--- config.mk ---
export PLATFORM = sky130hd
export DESIGN_NAME = uart_frame_top
export DESIGN_NICKNAME = d
export VERILOG_FILES = /design/src/uart_frame_pkg.sv /design/src/uart_frame_top.sv /design/src/frame_sender.sv /design/src/credit_fifo.sv /design/src/frame_parser.sv /design/src/uart_tx.sv /design/src/uart_rx.sv
export VERILOG_INCLUDE_DIRS = /design/src
export SDC_FILE = /design/constraint.sdc
export NUM_CORES = 1
export LEC_CHECK = 0
export ABC_AREA = 0
export ABC_CLOCK_PERIOD_IN_PS = 2900
export BUFFER_PORTS_ARGS = -buffer_cell sky130_fd_sc_hd__buf_2
export CAP_MARGIN = 20
export CORE_UTILIZATION = 56
export CTS_CLUSTER_DIAMETER = 50
export DETAILED_ROUTE_END_ITERATION = 10
export GPL_TIMING_DRIVEN = 0
export PLACE_DENSITY = 0.85
export SLEW_MARGIN = 20
export SYNTH_ARGS = -nofsm -noshare
export SYNTH_HDL_FRONTEND = slang
export SYNTH_SLANG_ARGS = --single-unit
export TNS_END_PERCENT = 20
--- constraint.sdc ---
create_clock -name i_clk -period 2.9 [get_ports i_clk]
set_clock_uncertainty 0.1 [all_clocks]
set_input_delay 0.29 -clock i_clk [delete_from_list [all_inputs] [get_ports i_clk]]
set_output_delay 0.29 -clock i_clk [all_outputs]
set_load 0.01 [all_outputs]
--- src/uart_frame_cfg.svh ---
// single clock domain assumed; fifo depth also sets the starting credit count of the parser
`ifndef UART_FRAME_CFG_SVH
`define UART_FRAME_CFG_SVH

// serial bit period in i_clk cycles
// keep it even and >= 4 so the half-bit start check lands mid start bit
`define UF_CLKS_PER_BIT 16

// buffer entries, one tagged byte each
// also the number of credits the parser starts with
`define UF_FIFO_DEPTH 8

// width of the echoed frame counter, wraps silently
`define UF_CNT_W 16

`endif
--- src/uart_frame_pkg.sv ---
// types only; the length header arrives low byte first and counts its own two bytes
package uart_frame_pkg;

  // one data byte as carried on the serial link
  typedef logic [7:0] byte_t;

  // frame length header
  // filled byte by byte off the wire
  // then compared as a whole length
  typedef union packed {
    logic [15:0] len;   // whole length in bytes
    byte_t [1:0] bytes; // bytes[0] is the low byte and arrives first
  } frame_hdr_u;

endpackage

--- src/uart_frame_top.sv ---
// echo bridge for 8n1 links at UF_CLKS_PER_BIT clocks per bit; the sop tag is stored but unused
`timescale 1ns/10ps
`include "uart_frame_cfg.svh"

module uart_frame_top (
  input  logic                 i_clk,
  input  logic                 i_rst,
  input  logic                 i_rx_uart,
  input  logic                 i_cts_n,
  output logic                 o_tx_uart,
  output logic [`UF_CNT_W-1:0] o_frame_cnt,
  output logic                 o_overrun
);

  // rx to parser
  uart_frame_pkg::byte_t rx_byte;
  logic                  rx_valid;
  // parser to buffer, credit flow
  logic                  push;
  uart_frame_pkg::byte_t push_byte;
  logic                  push_sop;
  logic                  push_eop;
  logic                  credit;
  // buffer to sender
  logic                  head_valid;
  uart_frame_pkg::byte_t head_byte;
  logic                  head_eop;
  logic                  pop;
  // sender to tx
  logic                  tx_start;
  uart_frame_pkg::byte_t tx_byte;
  logic                  tx_busy;

  uart_rx u_rx (
    .i_clk      (i_clk),
    .i_rst      (i_rst),
    .i_rx       (i_rx_uart),
    .o_rx_byte  (rx_byte),
    .o_rx_valid (rx_valid)
  );

  frame_parser u_parser (
    .i_clk      (i_clk),
    .i_rst      (i_rst),
    .i_rx_valid (rx_valid),
    .i_rx_byte  (rx_byte),
    .i_credit   (credit),
    .o_push     (push),
    .o_byte     (push_byte),
    .o_sop      (push_sop),
    .o_eop      (push_eop),
    .o_overrun  (o_overrun)
  );

  credit_fifo u_fifo (
    .i_clk    (i_clk),
    .i_rst    (i_rst),
    .i_push   (push),
    .i_byte   (push_byte),
    .i_sop    (push_sop),
    .i_eop    (push_eop),
    .i_pop    (pop),
    .o_valid  (head_valid),
    .o_byte   (head_byte),
    .o_sop    (),          // echo needs no start tag
    .o_eop    (head_eop),
    .o_credit (credit)
  );

  frame_sender u_sender (
    .i_clk       (i_clk),
    .i_rst       (i_rst),
    .i_valid     (head_valid),
    .i_byte      (head_byte),
    .i_eop       (head_eop),
    .i_cts_n     (i_cts_n),
    .i_tx_busy   (tx_busy),
    .o_pop       (pop),
    .o_tx_start  (tx_start),
    .o_tx_byte   (tx_byte),
    .o_frame_cnt (o_frame_cnt)
  );

  uart_tx u_tx (
    .i_clk      (i_clk),
    .i_rst      (i_rst),
    .i_tx_start (tx_start),
    .i_tx_byte  (tx_byte),
    .o_tx       (o_tx_uart),
    .o_tx_busy  (tx_busy)
  );

endmodule

--- src/frame_sender.sv ---
// i_cts_n only holds back new bytes; a byte already handed to the transmitter always finishes
`timescale 1ns/10ps
`include "uart_frame_cfg.svh"

module frame_sender (
  input  logic                  i_clk,
  input  logic                  i_rst,
  input  logic                  i_valid,
  input  uart_frame_pkg::byte_t i_byte,
  input  logic                  i_eop,
  input  logic                  i_cts_n,
  input  logic                  i_tx_busy,
  output logic                  o_pop,
  output logic                  o_tx_start,
  output uart_frame_pkg::byte_t o_tx_byte,
  output logic [`UF_CNT_W-1:0]  o_frame_cnt
);

  logic fire;      // hand head byte to the transmitter
  logic pending_q; // start issued, busy not yet seen

  assign fire = i_valid && !i_cts_n && !i_tx_busy && !pending_q;

  always_ff @(posedge i_clk) begin
    if (i_rst) begin
      pending_q   <= 1'b0;
      o_frame_cnt <= '0;
    end else begin
      if (fire) begin
        pending_q <= 1'b1;
      end else if (i_tx_busy) begin
        pending_q <= 1'b0; // transmitter took it
      end
      if (fire && i_eop) o_frame_cnt <= o_frame_cnt + 1'b1; // last byte of a frame out
    end
  end

  // pop and start together, byte taken straight from the buffer head
  assign o_pop      = fire;
  assign o_tx_start = fire;
  assign o_tx_byte  = i_byte;

endmodule

--- src/credit_fifo.sv ---
// push is not checked against full; the producer's credits keep it from overflowing
`timescale 1ns/10ps
`include "uart_frame_cfg.svh"

module credit_fifo (
  input  logic                  i_clk,
  input  logic                  i_rst,
  input  logic                  i_push,
  input  uart_frame_pkg::byte_t i_byte,
  input  logic                  i_sop,
  input  logic                  i_eop,
  input  logic                  i_pop,
  output logic                  o_valid,
  output uart_frame_pkg::byte_t o_byte,
  output logic                  o_sop,
  output logic                  o_eop,
  output logic                  o_credit
);

  localparam int DEPTH = `UF_FIFO_DEPTH;
  localparam int AW    = (DEPTH > 1) ? $clog2(DEPTH) : 1;
  localparam int CW    = $clog2(DEPTH + 1);
  localparam logic [AW-1:0] PTR_LAST = AW'(DEPTH - 1);

  logic [9:0]    mem [DEPTH]; // {sop, eop, byte}
  logic [AW-1:0] wr_ptr;
  logic [AW-1:0] rd_ptr;
  logic [CW-1:0] count;       // occupancy
  logic          pop_ok;
  logic [9:0]    head;

  assign pop_ok = i_pop && (count != '0); // pop on empty is ignored

  always_ff @(posedge i_clk) begin
    if (i_push) mem[wr_ptr] <= {i_sop, i_eop, i_byte};
  end

  always_ff @(posedge i_clk) begin
    if (i_rst) begin
      wr_ptr <= '0;
      rd_ptr <= '0;
      count  <= '0;
    end else begin
      if (i_push) wr_ptr <= (wr_ptr == PTR_LAST) ? '0 : wr_ptr + 1'b1; // wrap, any depth
      if (pop_ok) rd_ptr <= (rd_ptr == PTR_LAST) ? '0 : rd_ptr + 1'b1;
      case ({i_push, pop_ok})
        2'b10:   count <= count + 1'b1;
        2'b01:   count <= count - 1'b1;
        default: count <= count;
      endcase
    end
  end

  // head entry shown while not empty
  assign head     = mem[rd_ptr];
  assign o_valid  = (count != '0);
  assign o_byte   = head[7:0];
  assign o_eop    = head[8];
  assign o_sop    = head[9];
  assign o_credit = pop_ok; // one credit back per pop, same cycle

endmodule

--- src/frame_parser.sv ---
// no back-pressure on rx; with no credit left a byte is dropped and the overrun flag sticks
`timescale 1ns/10ps
`include "uart_frame_cfg.svh"

module frame_parser (
  input  logic                  i_clk,
  input  logic                  i_rst,
  input  logic                  i_rx_valid,
  input  uart_frame_pkg::byte_t i_rx_byte,
  input  logic                  i_credit,
  output logic                  o_push,
  output uart_frame_pkg::byte_t o_byte,
  output logic                  o_sop,
  output logic                  o_eop,
  output logic                  o_overrun
);

  localparam int CRD_W = $clog2(`UF_FIFO_DEPTH + 1);
  localparam logic [CRD_W-1:0] CRD_INIT = CRD_W'(`UF_FIFO_DEPTH);

  uart_frame_pkg::frame_hdr_u hdr_q;
  uart_frame_pkg::frame_hdr_u hdr_nxt;
  logic [15:0]      byte_cnt; // position within the frame
  logic [15:0]      cnt_nxt;
  logic             is_sop;
  logic             is_eop;
  logic [CRD_W-1:0] credit_q;
  logic             take;     // byte goes to the buffer

  // framing decision for the byte on i_rx_byte
  always_comb begin
    hdr_nxt = hdr_q;
    is_sop  = 1'b0;
    is_eop  = 1'b0;
    cnt_nxt = byte_cnt + 1'b1;
    if (byte_cnt == 16'd0) begin
      hdr_nxt.bytes[0] = i_rx_byte; // length low byte
      is_sop           = 1'b1;
    end else if (byte_cnt == 16'd1) begin
      hdr_nxt.bytes[1] = i_rx_byte; // length high byte
      if (hdr_nxt.len <= 16'd2) is_eop = 1'b1; // header only frame
    end else if ({1'b0, byte_cnt} + 17'd1 >= {1'b0, hdr_q.len}) begin
      is_eop = 1'b1; // byte L of the frame
    end
    if (is_eop) cnt_nxt = '0;
  end

  assign take = i_rx_valid && (credit_q != '0);

  // header capture, cleared implicitly by byte_cnt
  always_ff @(posedge i_clk) begin
    if (i_rx_valid) hdr_q <= hdr_nxt;
  end

  always_ff @(posedge i_clk) begin
    if (i_rst) begin
      byte_cnt  <= '0;
      credit_q  <= CRD_INIT;
      o_push    <= 1'b0;
      o_overrun <= 1'b0;
    end else begin
      o_push <= take;
      if (i_rx_valid) byte_cnt <= cnt_nxt;            // advances even on a drop
      if (i_rx_valid && !take) o_overrun <= 1'b1;     // sticky
      case ({take, i_credit})
        2'b10:   credit_q <= credit_q - 1'b1;
        2'b01:   credit_q <= credit_q + 1'b1;
        default: credit_q <= credit_q; // push and return cancel
      endcase
    end
  end

  // payload and tags, qualified by o_push
  always_ff @(posedge i_clk) begin
    if (take) begin
      o_byte <= i_rx_byte;
      o_sop  <= is_sop;
      o_eop  <= is_eop;
    end
  end

endmodule

--- src/uart_tx.sv ---
// 8n1 only; i_tx_start is ignored while busy, so the caller must wait for o_tx_busy low
`timescale 1ns/10ps
`include "uart_frame_cfg.svh"

module uart_tx (
  input  logic                  i_clk,
  input  logic                  i_rst,
  input  logic                  i_tx_start,
  input  uart_frame_pkg::byte_t i_tx_byte,
  output logic                  o_tx,
  output logic                  o_tx_busy
);

  localparam int CNT_W = $clog2(`UF_CLKS_PER_BIT);
  localparam logic [CNT_W-1:0] BIT_LAST = CNT_W'(`UF_CLKS_PER_BIT - 1);

  logic [9:0]       sh_q;    // stop, data, start with start in bit 0
  logic [CNT_W-1:0] clk_cnt;
  logic [3:0]       bit_cnt; // 0..9 over the 10 bit frame
  logic             busy_q;

  always_ff @(posedge i_clk) begin
    if (i_rst) begin
      sh_q    <= '1; // line idles high
      clk_cnt <= '0;
      bit_cnt <= '0;
      busy_q  <= 1'b0;
    end else if (!busy_q) begin
      if (i_tx_start) begin
        sh_q    <= {1'b1, i_tx_byte, 1'b0};
        clk_cnt <= '0;
        bit_cnt <= '0;
        busy_q  <= 1'b1;
      end
    end else if (clk_cnt == BIT_LAST) begin
      clk_cnt <= '0;
      sh_q    <= {1'b1, sh_q[9:1]}; // refill with idle ones
      if (bit_cnt == 4'd9) begin
        busy_q <= 1'b0; // stop bit done
      end else begin
        bit_cnt <= bit_cnt + 1'b1;
      end
    end else begin
      clk_cnt <= clk_cnt + 1'b1;
    end
  end

  // straight from a flop so the line never glitches
  assign o_tx      = sh_q[0];
  assign o_tx_busy = busy_q;

endmodule

--- src/uart_rx.sv ---
// 8n1 only, no parity or baud detect; a low stop bit drops the byte with no error flag
`timescale 1ns/10ps
`include "uart_frame_cfg.svh"

module uart_rx (
  input  logic                  i_clk,
  input  logic                  i_rst,
  input  logic                  i_rx,
  output uart_frame_pkg::byte_t o_rx_byte,
  output logic                  o_rx_valid
);

  localparam int CNT_W = $clog2(`UF_CLKS_PER_BIT);
  localparam logic [CNT_W-1:0] BIT_LAST  = CNT_W'(`UF_CLKS_PER_BIT - 1);
  localparam logic [CNT_W-1:0] HALF_LAST = CNT_W'(`UF_CLKS_PER_BIT / 2 - 1);

  localparam logic [1:0] ST_IDLE  = 2'd0;
  localparam logic [1:0] ST_START = 2'd1;
  localparam logic [1:0] ST_DATA  = 2'd2;
  localparam logic [1:0] ST_STOP  = 2'd3;

  logic                  rx_meta;
  logic                  rx_sync;
  logic [1:0]            state;
  logic [CNT_W-1:0]      clk_cnt;
  logic [2:0]            bit_idx;
  uart_frame_pkg::byte_t shift_q;

  // two flop synchronizer, idles high like the line
  always_ff @(posedge i_clk) begin
    if (i_rst) begin
      rx_meta <= 1'b1;
      rx_sync <= 1'b1;
    end else begin
      rx_meta <= i_rx;
      rx_sync <= rx_meta;
    end
  end

  always_ff @(posedge i_clk) begin
    if (i_rst) begin
      state      <= ST_IDLE;
      clk_cnt    <= '0;
      bit_idx    <= '0;
      o_rx_valid <= 1'b0;
    end else begin
      o_rx_valid <= 1'b0; // single cycle pulse
      case (state)
        ST_IDLE: begin
          clk_cnt <= '0;
          if (!rx_sync) state <= ST_START; // falling edge seen
        end
        ST_START: begin
          if (clk_cnt == HALF_LAST) begin
            clk_cnt <= '0;
            bit_idx <= '0;
            state   <= rx_sync ? ST_IDLE : ST_DATA; // glitch goes back to idle
          end else begin
            clk_cnt <= clk_cnt + 1'b1;
          end
        end
        ST_DATA: begin
          if (clk_cnt == BIT_LAST) begin
            clk_cnt <= '0;
            bit_idx <= bit_idx + 1'b1;
            if (bit_idx == 3'd7) state <= ST_STOP;
          end else begin
            clk_cnt <= clk_cnt + 1'b1;
          end
        end
        default: begin // ST_STOP
          if (clk_cnt == BIT_LAST) begin
            o_rx_valid <= rx_sync; // framing error gives no pulse
            state      <= ST_IDLE;
          end else begin
            clk_cnt <= clk_cnt + 1'b1;
          end
        end
      endcase
    end
  end

  // data bits arrive lsb first, shift in from the top
  always_ff @(posedge i_clk) begin
    if (state == ST_DATA && clk_cnt == BIT_LAST) shift_q <= {rx_sync, shift_q[7:1]};
  end

  assign o_rx_byte = shift_q; // stable until the next byte starts shifting

endmodule

# == Word-level counts from Yosys, hierarchy flattened ==
# Memories as Yosys holds them, arrays and structs flattened. A register that Yosys moved wholly into a read port is not among the register bits.
# Index checks and enable logic that the tools add are counted.
# op_classes
addsub,13
n_mul,0
n_div,0
n_lt_le_gt_ge,2
eq_ne,21
shift,0
muxes,43
bitwise,2
n_reduce_logical,28
# ops
op,n
4-bit 2-to-1 mux,9
"16-bit by 1-bit adder with 16-bit output, second input constant",2
10-bit 2-to-1 mux,3
"4-bit by 1-bit adder with 4-bit output, second input constant",5
3-bit 2-to-1 mux,6
"16-bit by 1-bit adder with 17-bit output, second input constant",1
17-bit by 16-bit greater-or-equal comparator with 1-bit output,1
"16-bit by 1-bit equality test with 1-bit output, second input constant",1
"16-bit by 2-bit less-or-equal comparator with 1-bit output, second input constant",1
16-bit zero test,1
16-bit 2-to-1 mux,1
4-bit case mux with 2 select lines,2
1-bit 2-to-1 mux,13
"4-bit equality test, second input constant",3
2-bit 2-to-1 mux,6
4-bit case mux with 3 select lines,1
"3-bit by 1-bit adder with 3-bit output, second input constant",3
"3-bit equality test, second input constant",3
3-bit AND reduction,3
1-bit logical AND,8
2-bit nonzero test,4
4-bit nonzero test,2
"4-bit by 1-bit subtractor with 4-bit output, second input constant",2
"2-bit by 1-bit equality test with 1-bit output, second input constant",3
14 further kinds,25
# word_totals
ff_bits,114
latchBits,0
ramBits,80
romBits,0
input_bits,4
out_inout_bits,18
wordCells,135
memories,1
# mem_list
name,words,word_bits,rd,rd_clocked_by_memory_dff,write_ports,line,rtl
u_fifo.mem,8,10,1,1,1,credit_fifo.sv:25,logic [9:0] mem [DEPTH];

# == Depth between registers and ports, before layout ==
# Gate-level depths: netlist of the first run.
# logic_depth
word_depth,7
depth_mapped,14
depth_no_buf,12

# == Modules after synthesis ==
# Synthesis of the first run repeated with hierarchy kept, for this count alone.
# unflattened
cells_unflattened,714
hier_area_um2,9018.6
# by_module_without_submodules
mod,n_inst,cells_each,area_each_um2,seq_area_each_um2
credit_fifo,1,189,3753.6,2662.6
frame_parser,1,237,2583.7,1221.2
uart_rx,1,80,907.1,480.5
uart_tx,1,105,900.9,360.3
frame_sender,1,103,873.3,340.3

# == Worst setup path after synthesis of the first run ==
# OpenSTA, ideal clock, no wires.
# synth_timing
path_kind,flip-flop to flip-flop
startpoint,register u_parser.byte_cnt[3]
endpoint,register u_parser.o_eop (data pin)
setup_ps,270
arrival_ps,2692
t_required_ps,2530
slack_ps,-163
stages_incl_launch_ff,13
path_buffers,1
synth_period_minus_slack_ps,3063
cell_sequence,dfxtp_1 > nand3_1 > or3_1 > nor2_1 > xnor2_1 > inv_1 > ha_1 > o21ai_0 > nor2_1 > a31o_2 > a22oi_2 > buf_2 > a21oi_1
# synth_between
elab_chain_len,5
word_cells_on_any_way,7
cone_classes,add/sub (1); order compare (1); eq/ne (1); mux (3); reduce/logical (1)
# synth_rtl
item,line,rtl
start: declaration,frame_parser.sv:23,logic [15:0] byte_cnt;
start signal: assignment,frame_parser.sv:63,if (i_rx_valid) byte_cnt <= cnt_nxt;
16-bit by 1-bit adder with 17-bit output,frame_parser.sv:42,"end else if ({1'b0, byte_cnt} + 17'd1 >= {1'b0, hdr_q.len}) begin"
17-bit by 16-bit greater-or-equal comparator with 1-bit output,frame_parser.sv:42,
1-bit 2-to-1 mux,frame_parser.sv:42,
1-bit 2-to-1 mux,frame_parser.sv:39,end else if (byte_cnt == 16'd1) begin
1-bit 2-to-1 mux (*),frame_parser.sv:36,if (byte_cnt == 16'd0) begin
net u_parser.is_eop,frame_parser.sv:26,logic is_eop;
end signal: assignment,frame_parser.sv:78,o_eop <= is_eop;
end: declaration,frame_parser.sv:14,"output logic o_eop,"
# The timed path passes the listed nets; every way through them passes the cells marked *.
# A chain may end at the register's enable or synchronous reset.

# == Final worst setup path of the first run ==
# layout_timing
startpoint,register u_parser.byte_cnt[1]
endpoint,register u_parser.byte_cnt[8]
# layout_between
elab_chain_len,6
word_cells_on_any_way,9
cone_classes,add/sub (2); order compare (1); eq/ne (1); mux (4); reduce/logical (1)
# layout_rtl
item,line,rtl
16-bit by 1-bit adder with 17-bit output,frame_parser.sv:42,
17-bit by 16-bit greater-or-equal comparator with 1-bit output,frame_parser.sv:42,
1-bit 2-to-1 mux,frame_parser.sv:42,
1-bit 2-to-1 mux,frame_parser.sv:39,
1-bit 2-to-1 mux,frame_parser.sv:36,
16-bit 2-to-1 mux (*),frame_parser.sv:45,if (is_eop) cnt_nxt = '0;
# Mark *: on every way between the ends. The rest lies on a longest branch, timed or not.

==> impl_metrics.json, run 1 <==
{
  "finalMaxSlewViolations": 0,
  "synth_area_um2": 8410,
  "place_congestion": 0.879,
  "yosysTopAreaCellShare": 0.375,
  "end_kind": "register",
  "num_rows": 44,
  "cp.required_ns": 3.10,
  "clk_pin_slew_ns": 0.08,
  "die_h_um": 125,
  "clk_path_buf_depth": 2,
  "min_from": "i_rst",
  "cts_made_buffers": 17,
  "die_area_um2": 15500,
  "firstDrtPassIters": 5,
  "ys.flop_type": "edfxtp_1",
  "r2r-start": "u_parser.byte_cnt[1]$_SDFFE_PP0P_",
  "synth_seq_area_share": 0.570,
  "vdd.ir_drop.worst_mv": 0.411,
  "place_area_um2": 8790,
  "hpwl_um": 11800,
  "antenna_found_initial": 0,
  "setup_tns_ns": -3.25,
  "outcome": "complete, but fails checks",
  "first_iter_violations": 633,
  "grt_max_degree": 17,
  "avgRoutedWirePerCell_um": 20.0,
  "cts_sinks": 187,
  "grt_pass1_vias": 5981,
  "fin_crit_ns": 3.15,
  "cts_tree": "yes",
  "grt_pass1_wl_um": 29700,
  "grt_usage": 0.245,
  "portBuffers": 21,
  "cts-root-buf": "clkbuf_16",
  "synth_area_leader_cell": "edfxtp_1",
  "fin_cells": 967,
  "synth.area.top_cells": "edfxtp_1, dfxtp_1, ha_1, mux4_2, nor2_1",
  "synth.avg_cell_area_um2": 11.9,
  "startpoint": "u_parser.byte_cnt[1]$_SDFFE_PP0P_",
  "final_common_cell": "edfxtp_1",
  "postLayoutCellArea_um2": 9830,
  "synth_warnings": 0,
  "ys_ff_latch": 187,
  "ant_nets": 0,
  "core_um2": 14600,
  "postRouteWirelength_um": 19300,
  "drc_errors": 0,
  "worst_pin_slew_ns": 1.08,
  "clk-insertion-delay-late_ns": 0.44,
  "rsz0062_at_grt": "yes",
  "drv_cap": 0,
  "finalHoldViolCount": 0,
  "async_reset_ff_frac": 0,
  "finalCritPeriodShare": 1.09,
  "start_kind": "register",
  "worst_slack_ns": -0.252,
  "route.vias.total": 5941,
  "start_util": 0.577,
  "postSynthCellCount": 708,
  "dp_cells": 914,
  "hp-class": "in -> reg",
  "power_uw": 4950,
  "violations": "negative setup slack",
  "drive_gt1_frac": 0.236,
  "n_antenna_cell": 0,
  "synth_nets": 754,
  "p_leak_uw": 0.00353,
  "setup_viol": 17,
  "die_w_um": 125,
  "cts_max_level": 4,
  "areaGrowthSynthToFinish_pct": 16.8,
  "crit_fanout": 5,
  "gr-total-overflow": 0,
  "post-place-ws_ns": -0.389,
  "layout.nets": 817,
  "slew_headroom": 0.275,
  "ys_types": 62,
  "synth_edf_count": 105,
  "io_pins": 22,
  "fmax_mhz": 317,
  "post_drt_via_cell_ratio": 6.14,
  "power-per-cell-area_nw_per_um2": 504,
  "layout_common_cells": "edfxtp_1, nor2_1, dfxtp_1",
  "arrival_ns": 3.35,
  "critical_path_class": "reg -> reg"
}
-- power by group --
part / total, uW / internal (uW) / switching (uW)
logic: 115 / 38.6 / 76.7
registers: 2780 / 2770 / 8.03
clock network: 2050 / 1110 / 944
total: 4950 / 3920 / 1030
-- state kept, by name, summed over array words and instances, names as in the netlist, named ones only --
name                  count
u_fifo.mem               72
u_sender.o_frame_cnt     16
u_tx.sh_q                 9
u_rx.rx_sync              1
u_parser.credit_q         4
u_rx.rx_meta              1
u_parser.o_byte           8
u_fifo.wr_ptr             3
u_rx.o_rx_valid           1
u_tx.bit_cnt              4
u_rx.o_rx_byte            8
u_parser.hdr_q           16
u_parser.byte_cnt        16
u_rx.state                2
u_tx.clk_cnt              4
u_fifo.rd_ptr             3
u_parser.o_push           1
u_tx.o_tx_busy            1
u_fifo.count              4
u_rx.clk_cnt              4
u_rx.bit_idx              3
u_parser.o_eop            1
u_parser.o_overrun        1
u_sender.pending_q        1
-- per-stage QoR --
step	hold WS, ns	util
after floorplan	0.289	-
after global placement	0.297	0.601
after CTS	0.210	0.666
after global routing	0.286	0.674
after detailed placement	0.299	0.603
final	0.267	0.674
-- Yosys cell counts (all sizes together), types with 2 or more instances --
cell type,instances
a31oi,2
and2,3
a211o,10
o211ai,7
nand2b,11
or2,7
o2111ai,9
fa,2
or4,5
nor3,17
clkbuf,16
xnor2,20
and4,2
inv,42
a21o,2
and3,5
o21ai,16
ha,40
a31o,3
nor2,85
nand2,47
dfxtp,82
mux4,18
a21oi,43
nand4,12
or3,5
xor2,12
nand3,22
mux2i,13
nand3b,3
o21a,4
buf,9
a211oi,3
o22ai,4
edfxtp,105
nor4,11
-- worst paths after layout --
check / slack (ns) / endpoint / cells after the start
max reg2reg: -0.25 / u_parser.byte_cnt[8]$_SDFFE_PP0P_ / 14
min: 0.27 / u_parser.byte_cnt[5]$_SDFFE_PP0P_ / 4
min reg2reg: 0.32 / u_rx.rx_sync$_SDFF_PP1_ / 1
max: -0.25 / u_parser.byte_cnt[8]$_SDFFE_PP0P_ / 14
-- cell families (layout without fill, tap and decap cells) --
family	count (synthesis)	count (layout)	share of synthesized area
AOI/OAI and AO/OA	109	109	0.0924
xor gates and xnor gates	32	32	0.0333
adders and majority gates	42	42	0.0642
buffers and inverters	68	143	0.0352
DFF	187	187	0.570
muxes	32	32	0.0650
and+or+nand+nor	238	238	0.140
-- metal layers --
| layer | vias to the layer above | track usage | routed length, um |
|---|---|---|---|
| met4 | 0 | 0.0957 | 600 |
| li1 | 2715 | - | - |
| met2 | 261 | 0.431 | 10000 |
| met5 | - | 0 | 0 |
| met1 | 2901 | 0.293 | 7600 |
| met3 | 64 | 0.0528 | 1090 |
-- worst max-delay path, stage by stage (launching register included) --
cell and delay (ns):
dfxtp_4 0.38, buf_4 0.12, nand2_2 0.08, or3_4 0.41
o21a_1 0.22, nand2b_1 0.19, ha_1 0.32, nand4_1 0.13
a211oi_2 0.24, a22oi_2 0.12, buf_6 0.14, buf_6 0.11
buf_6 0.13, o2111ai_2 0.21, o211ai_2 0.12
-- timing repair --
item	4_1_cts	5_1_grt
endpoints found under the hold margin	1	0
buffers inserted	16	3
pin swaps	24	9
resized for setup	55	14
endpoints found under the setup margin	18	18
cloned	2	0
hold buffers	1	0
-- final cells by class --
class	instances	area (um^2)
buffer	25	140
clock buffer	23	458
clock inverter	8	50.0
fill	918	4760
inverter	43	174
multi-input combinational	453	3640
sequential	187	4820
tap	184	230
timing repair buffer	44	308
Power figures use the tool's default switching activity.
==> run 2, diff against run 1 <==
==> constraint.sdc (replaced) <==
create_clock -name i_clk -period 2.9 [get_ports i_clk]
set_clock_uncertainty 0.1 [all_clocks]
set_input_delay 0.58 -clock i_clk [delete_from_list [all_inputs] [get_ports i_clk]]
set_output_delay 0.58 -clock i_clk [all_outputs]
set_load 0.01 [all_outputs]
==> run 2 against run 1 <==
The run still ends with negative setup slack left. Clock power about the same. Wire length increased by 3.4%. Sequential cell count unchanged. Sequential power about the same.
==> impl_metrics.json, run 2 (synthesized netlist as in run 1, its figures left out) <==
{
  "outcome": "complete, but fails checks",
  "violations": "negative setup slack",
  "cts_made_buffers": 17,
  "gr-total-overflow": 0,
  "num_rows": 44,
  "place_congestion": 0.879,
  "final_common_cell": "edfxtp_1",
  "die_w_um": 125,
  "start_kind": "register",
  "vdd.ir_drop.worst_mv": 0.425,
  "grt_max_degree": 17,
  "timing.hold.ws_ns": 0.263,
  "setup_tns_ns": -4.39,
  "dp_cells": 914,
  "path_cells": "ha_4 > nand4_1 > buf_4 > nor2_4 > nand3_2 > xnor2_2 > ha_1 > a21oi_1 > nor2_1 > a31o_2 > a22oi_2 > buf_6 > buf_6 > buf_6 > a21oi_2",
  "layout_common_cells": "edfxtp_1, nor2_1, dfxtp_1",
  "core_um2": 14600,
  "setup_viol": 17,
  "firstDrtPassIters": 6,
  "power_uw": 4960,
  "clk_path_buf_depth": 2,
  "slew_headroom": 0.270,
  "cts_tree": "yes",
  "largest_register_ffs": 72,
  "crit_fanout": 6,
  "critPathMaxStageDelay_ns": 0.38,
  "fin_crit_ns": 3.22,
  "end_kind": "register",
  "io_pins": 22,
  "critical_path_class": "reg -> reg",
  "antenna_found_initial": 0,
  "hp-class": "in -> reg",
  "cts_sinks": 187,
  "route.vias.total": 6067,
  "cp.required_ns": 2.95,
  "rsz0062_at_grt": "yes",
  "grt_pass1_vias": 6032,
  "areaGrowthSynthToFinish_pct": 17.0,
  "hpwl_um": 11800,
  "avgRoutedWirePerCell_um": 20.7,
  "fin_cells": 965,
  "p_leak_uw": 0.00353,
  "cpMostUsedCell": "buf_6",
  "grt_pass1_wl_um": 30100,
  "n_antenna_cell": 0,
  "ant_nets": 0,
  "finalHoldViolCount": 0,
  "finalCritPeriodShare": 1.11,
  "arrival_ns": 3.27,
  "cts_max_level": 4,
  "layout.nets": 815,
  "drv_cap": 0,
  "start_util": 0.577,
  "die_area_um2": 15500,
  "first_iter_violations": 685,
  "portBuffers": 21,
  "worst_pin_slew_ns": 1.09,
  "drive_gt1_frac": 0.245,
  "cpMaxStageDelayCell": "dfxtp_4",
  "die_h_um": 125,
  "cts-root-buf": "clkbuf_16",
  "clk_pin_slew_ns": 0.07,
  "finalMaxSlewViolations": 0,
  "post_drt_via_cell_ratio": 6.29,
  "power-per-cell-area_nw_per_um2": 503,
  "worst_slack_ns": -0.323,
  "drc_errors": 0,
  "postRouteWirelength_um": 20000,
  "cp_num_buf_inv": 4,
  "clk-insertion-delay-late_ns": 0.43,
  "grt_usage": 0.249,
  "cp_top_family": "compound AO/OA/AOI/OAI gates",
  "top_register": "u_fifo.mem",
  "fmax_mhz": 310,
  "final_util": 0.675
}
run 2: repair_timing:
item,4_1_cts,5_1_grt
endpoints found under the setup margin,18,18
buffers inserted,16,2
resized for setup,55,23
gates cloned,2,0
hold buffers,0,0
pin swaps,24,12
run 2: through the flow:
stage          setup WS, ns  instance area, um^2
6_report             -0.323                 9840
5_1_grt              -0.382                 9840
4_1_cts             -0.0647                 9700
3_5_place_dp         -0.389                 8790
3_3_place_gp         -0.373                 8770
2_1_floorplan       0.00892                 8430
run 2: routing by layer:
layer | vias to the layer above | global-route usage | part of all wire
met1 | 2951 | 0.301 | 0.38
met4 | 0 | 0.0964 | 0.033
li1 | 2718 | - | -
met3 | 70 | 0.0511 | 0.066
met5 | - | 0 | 0
met2 | 328 | 0.435 | 0.52
run 2: final timing paths:
path	from	cells past startpoint	to	slack (ns)
max	u_parser.byte_cnt[1]$_SDFFE_PP0P_	15	u_parser.o_eop$_DFFE_PP_	-0.32
min	i_rx_uart	2	u_rx.rx_meta$_SDFF_PP1_	0.26
max reg2reg	u_parser.byte_cnt[1]$_SDFFE_PP0P_	15	u_parser.o_eop$_DFFE_PP_	-0.32
min reg2reg	u_rx.rx_meta$_SDFF_PP1_	1	u_rx.rx_sync$_SDFF_PP1_	0.32
run 2: worst register-to-register path: stages, from the launching register on:
cell and delay [ns]:
dfxtp_4 0.38, ha_4 0.14, nand4_1 0.15, buf_4 0.20
nor2_4 0.20, nand3_2 0.12, xnor2_2 0.24, ha_1 0.29
a21oi_1 0.18, nor2_1 0.07, a31o_2 0.26, a22oi_2 0.16
buf_6 0.13, buf_6 0.11, buf_6 0.13, a21oi_2 0.06
run 2: power by group:
group	internal [uW]	leakage, uW	switching (uW)
clock	1110	0.000255	950
sequential	2770	0.00159	8.27
combinational	37.8	0.00168	76.5
total	3920	0.00353	1030
run 2: layout make-up:
| cell class | instances | area (um^2) |
|---|---|---|
| Inverter | 43 | 174 |
| Clock inverter | 8 | 50.0 |
| Fill cell | 923 | 4750 |
| Sequential cell | 187 | 4820 |
| Tap cell | 184 | 230 |
| Clock buffer | 23 | 458 |
| Multi-Input combinational cell | 453 | 3670 |
| Buffer | 25 | 140 |
| Timing Repair Buffer | 42 | 295 |
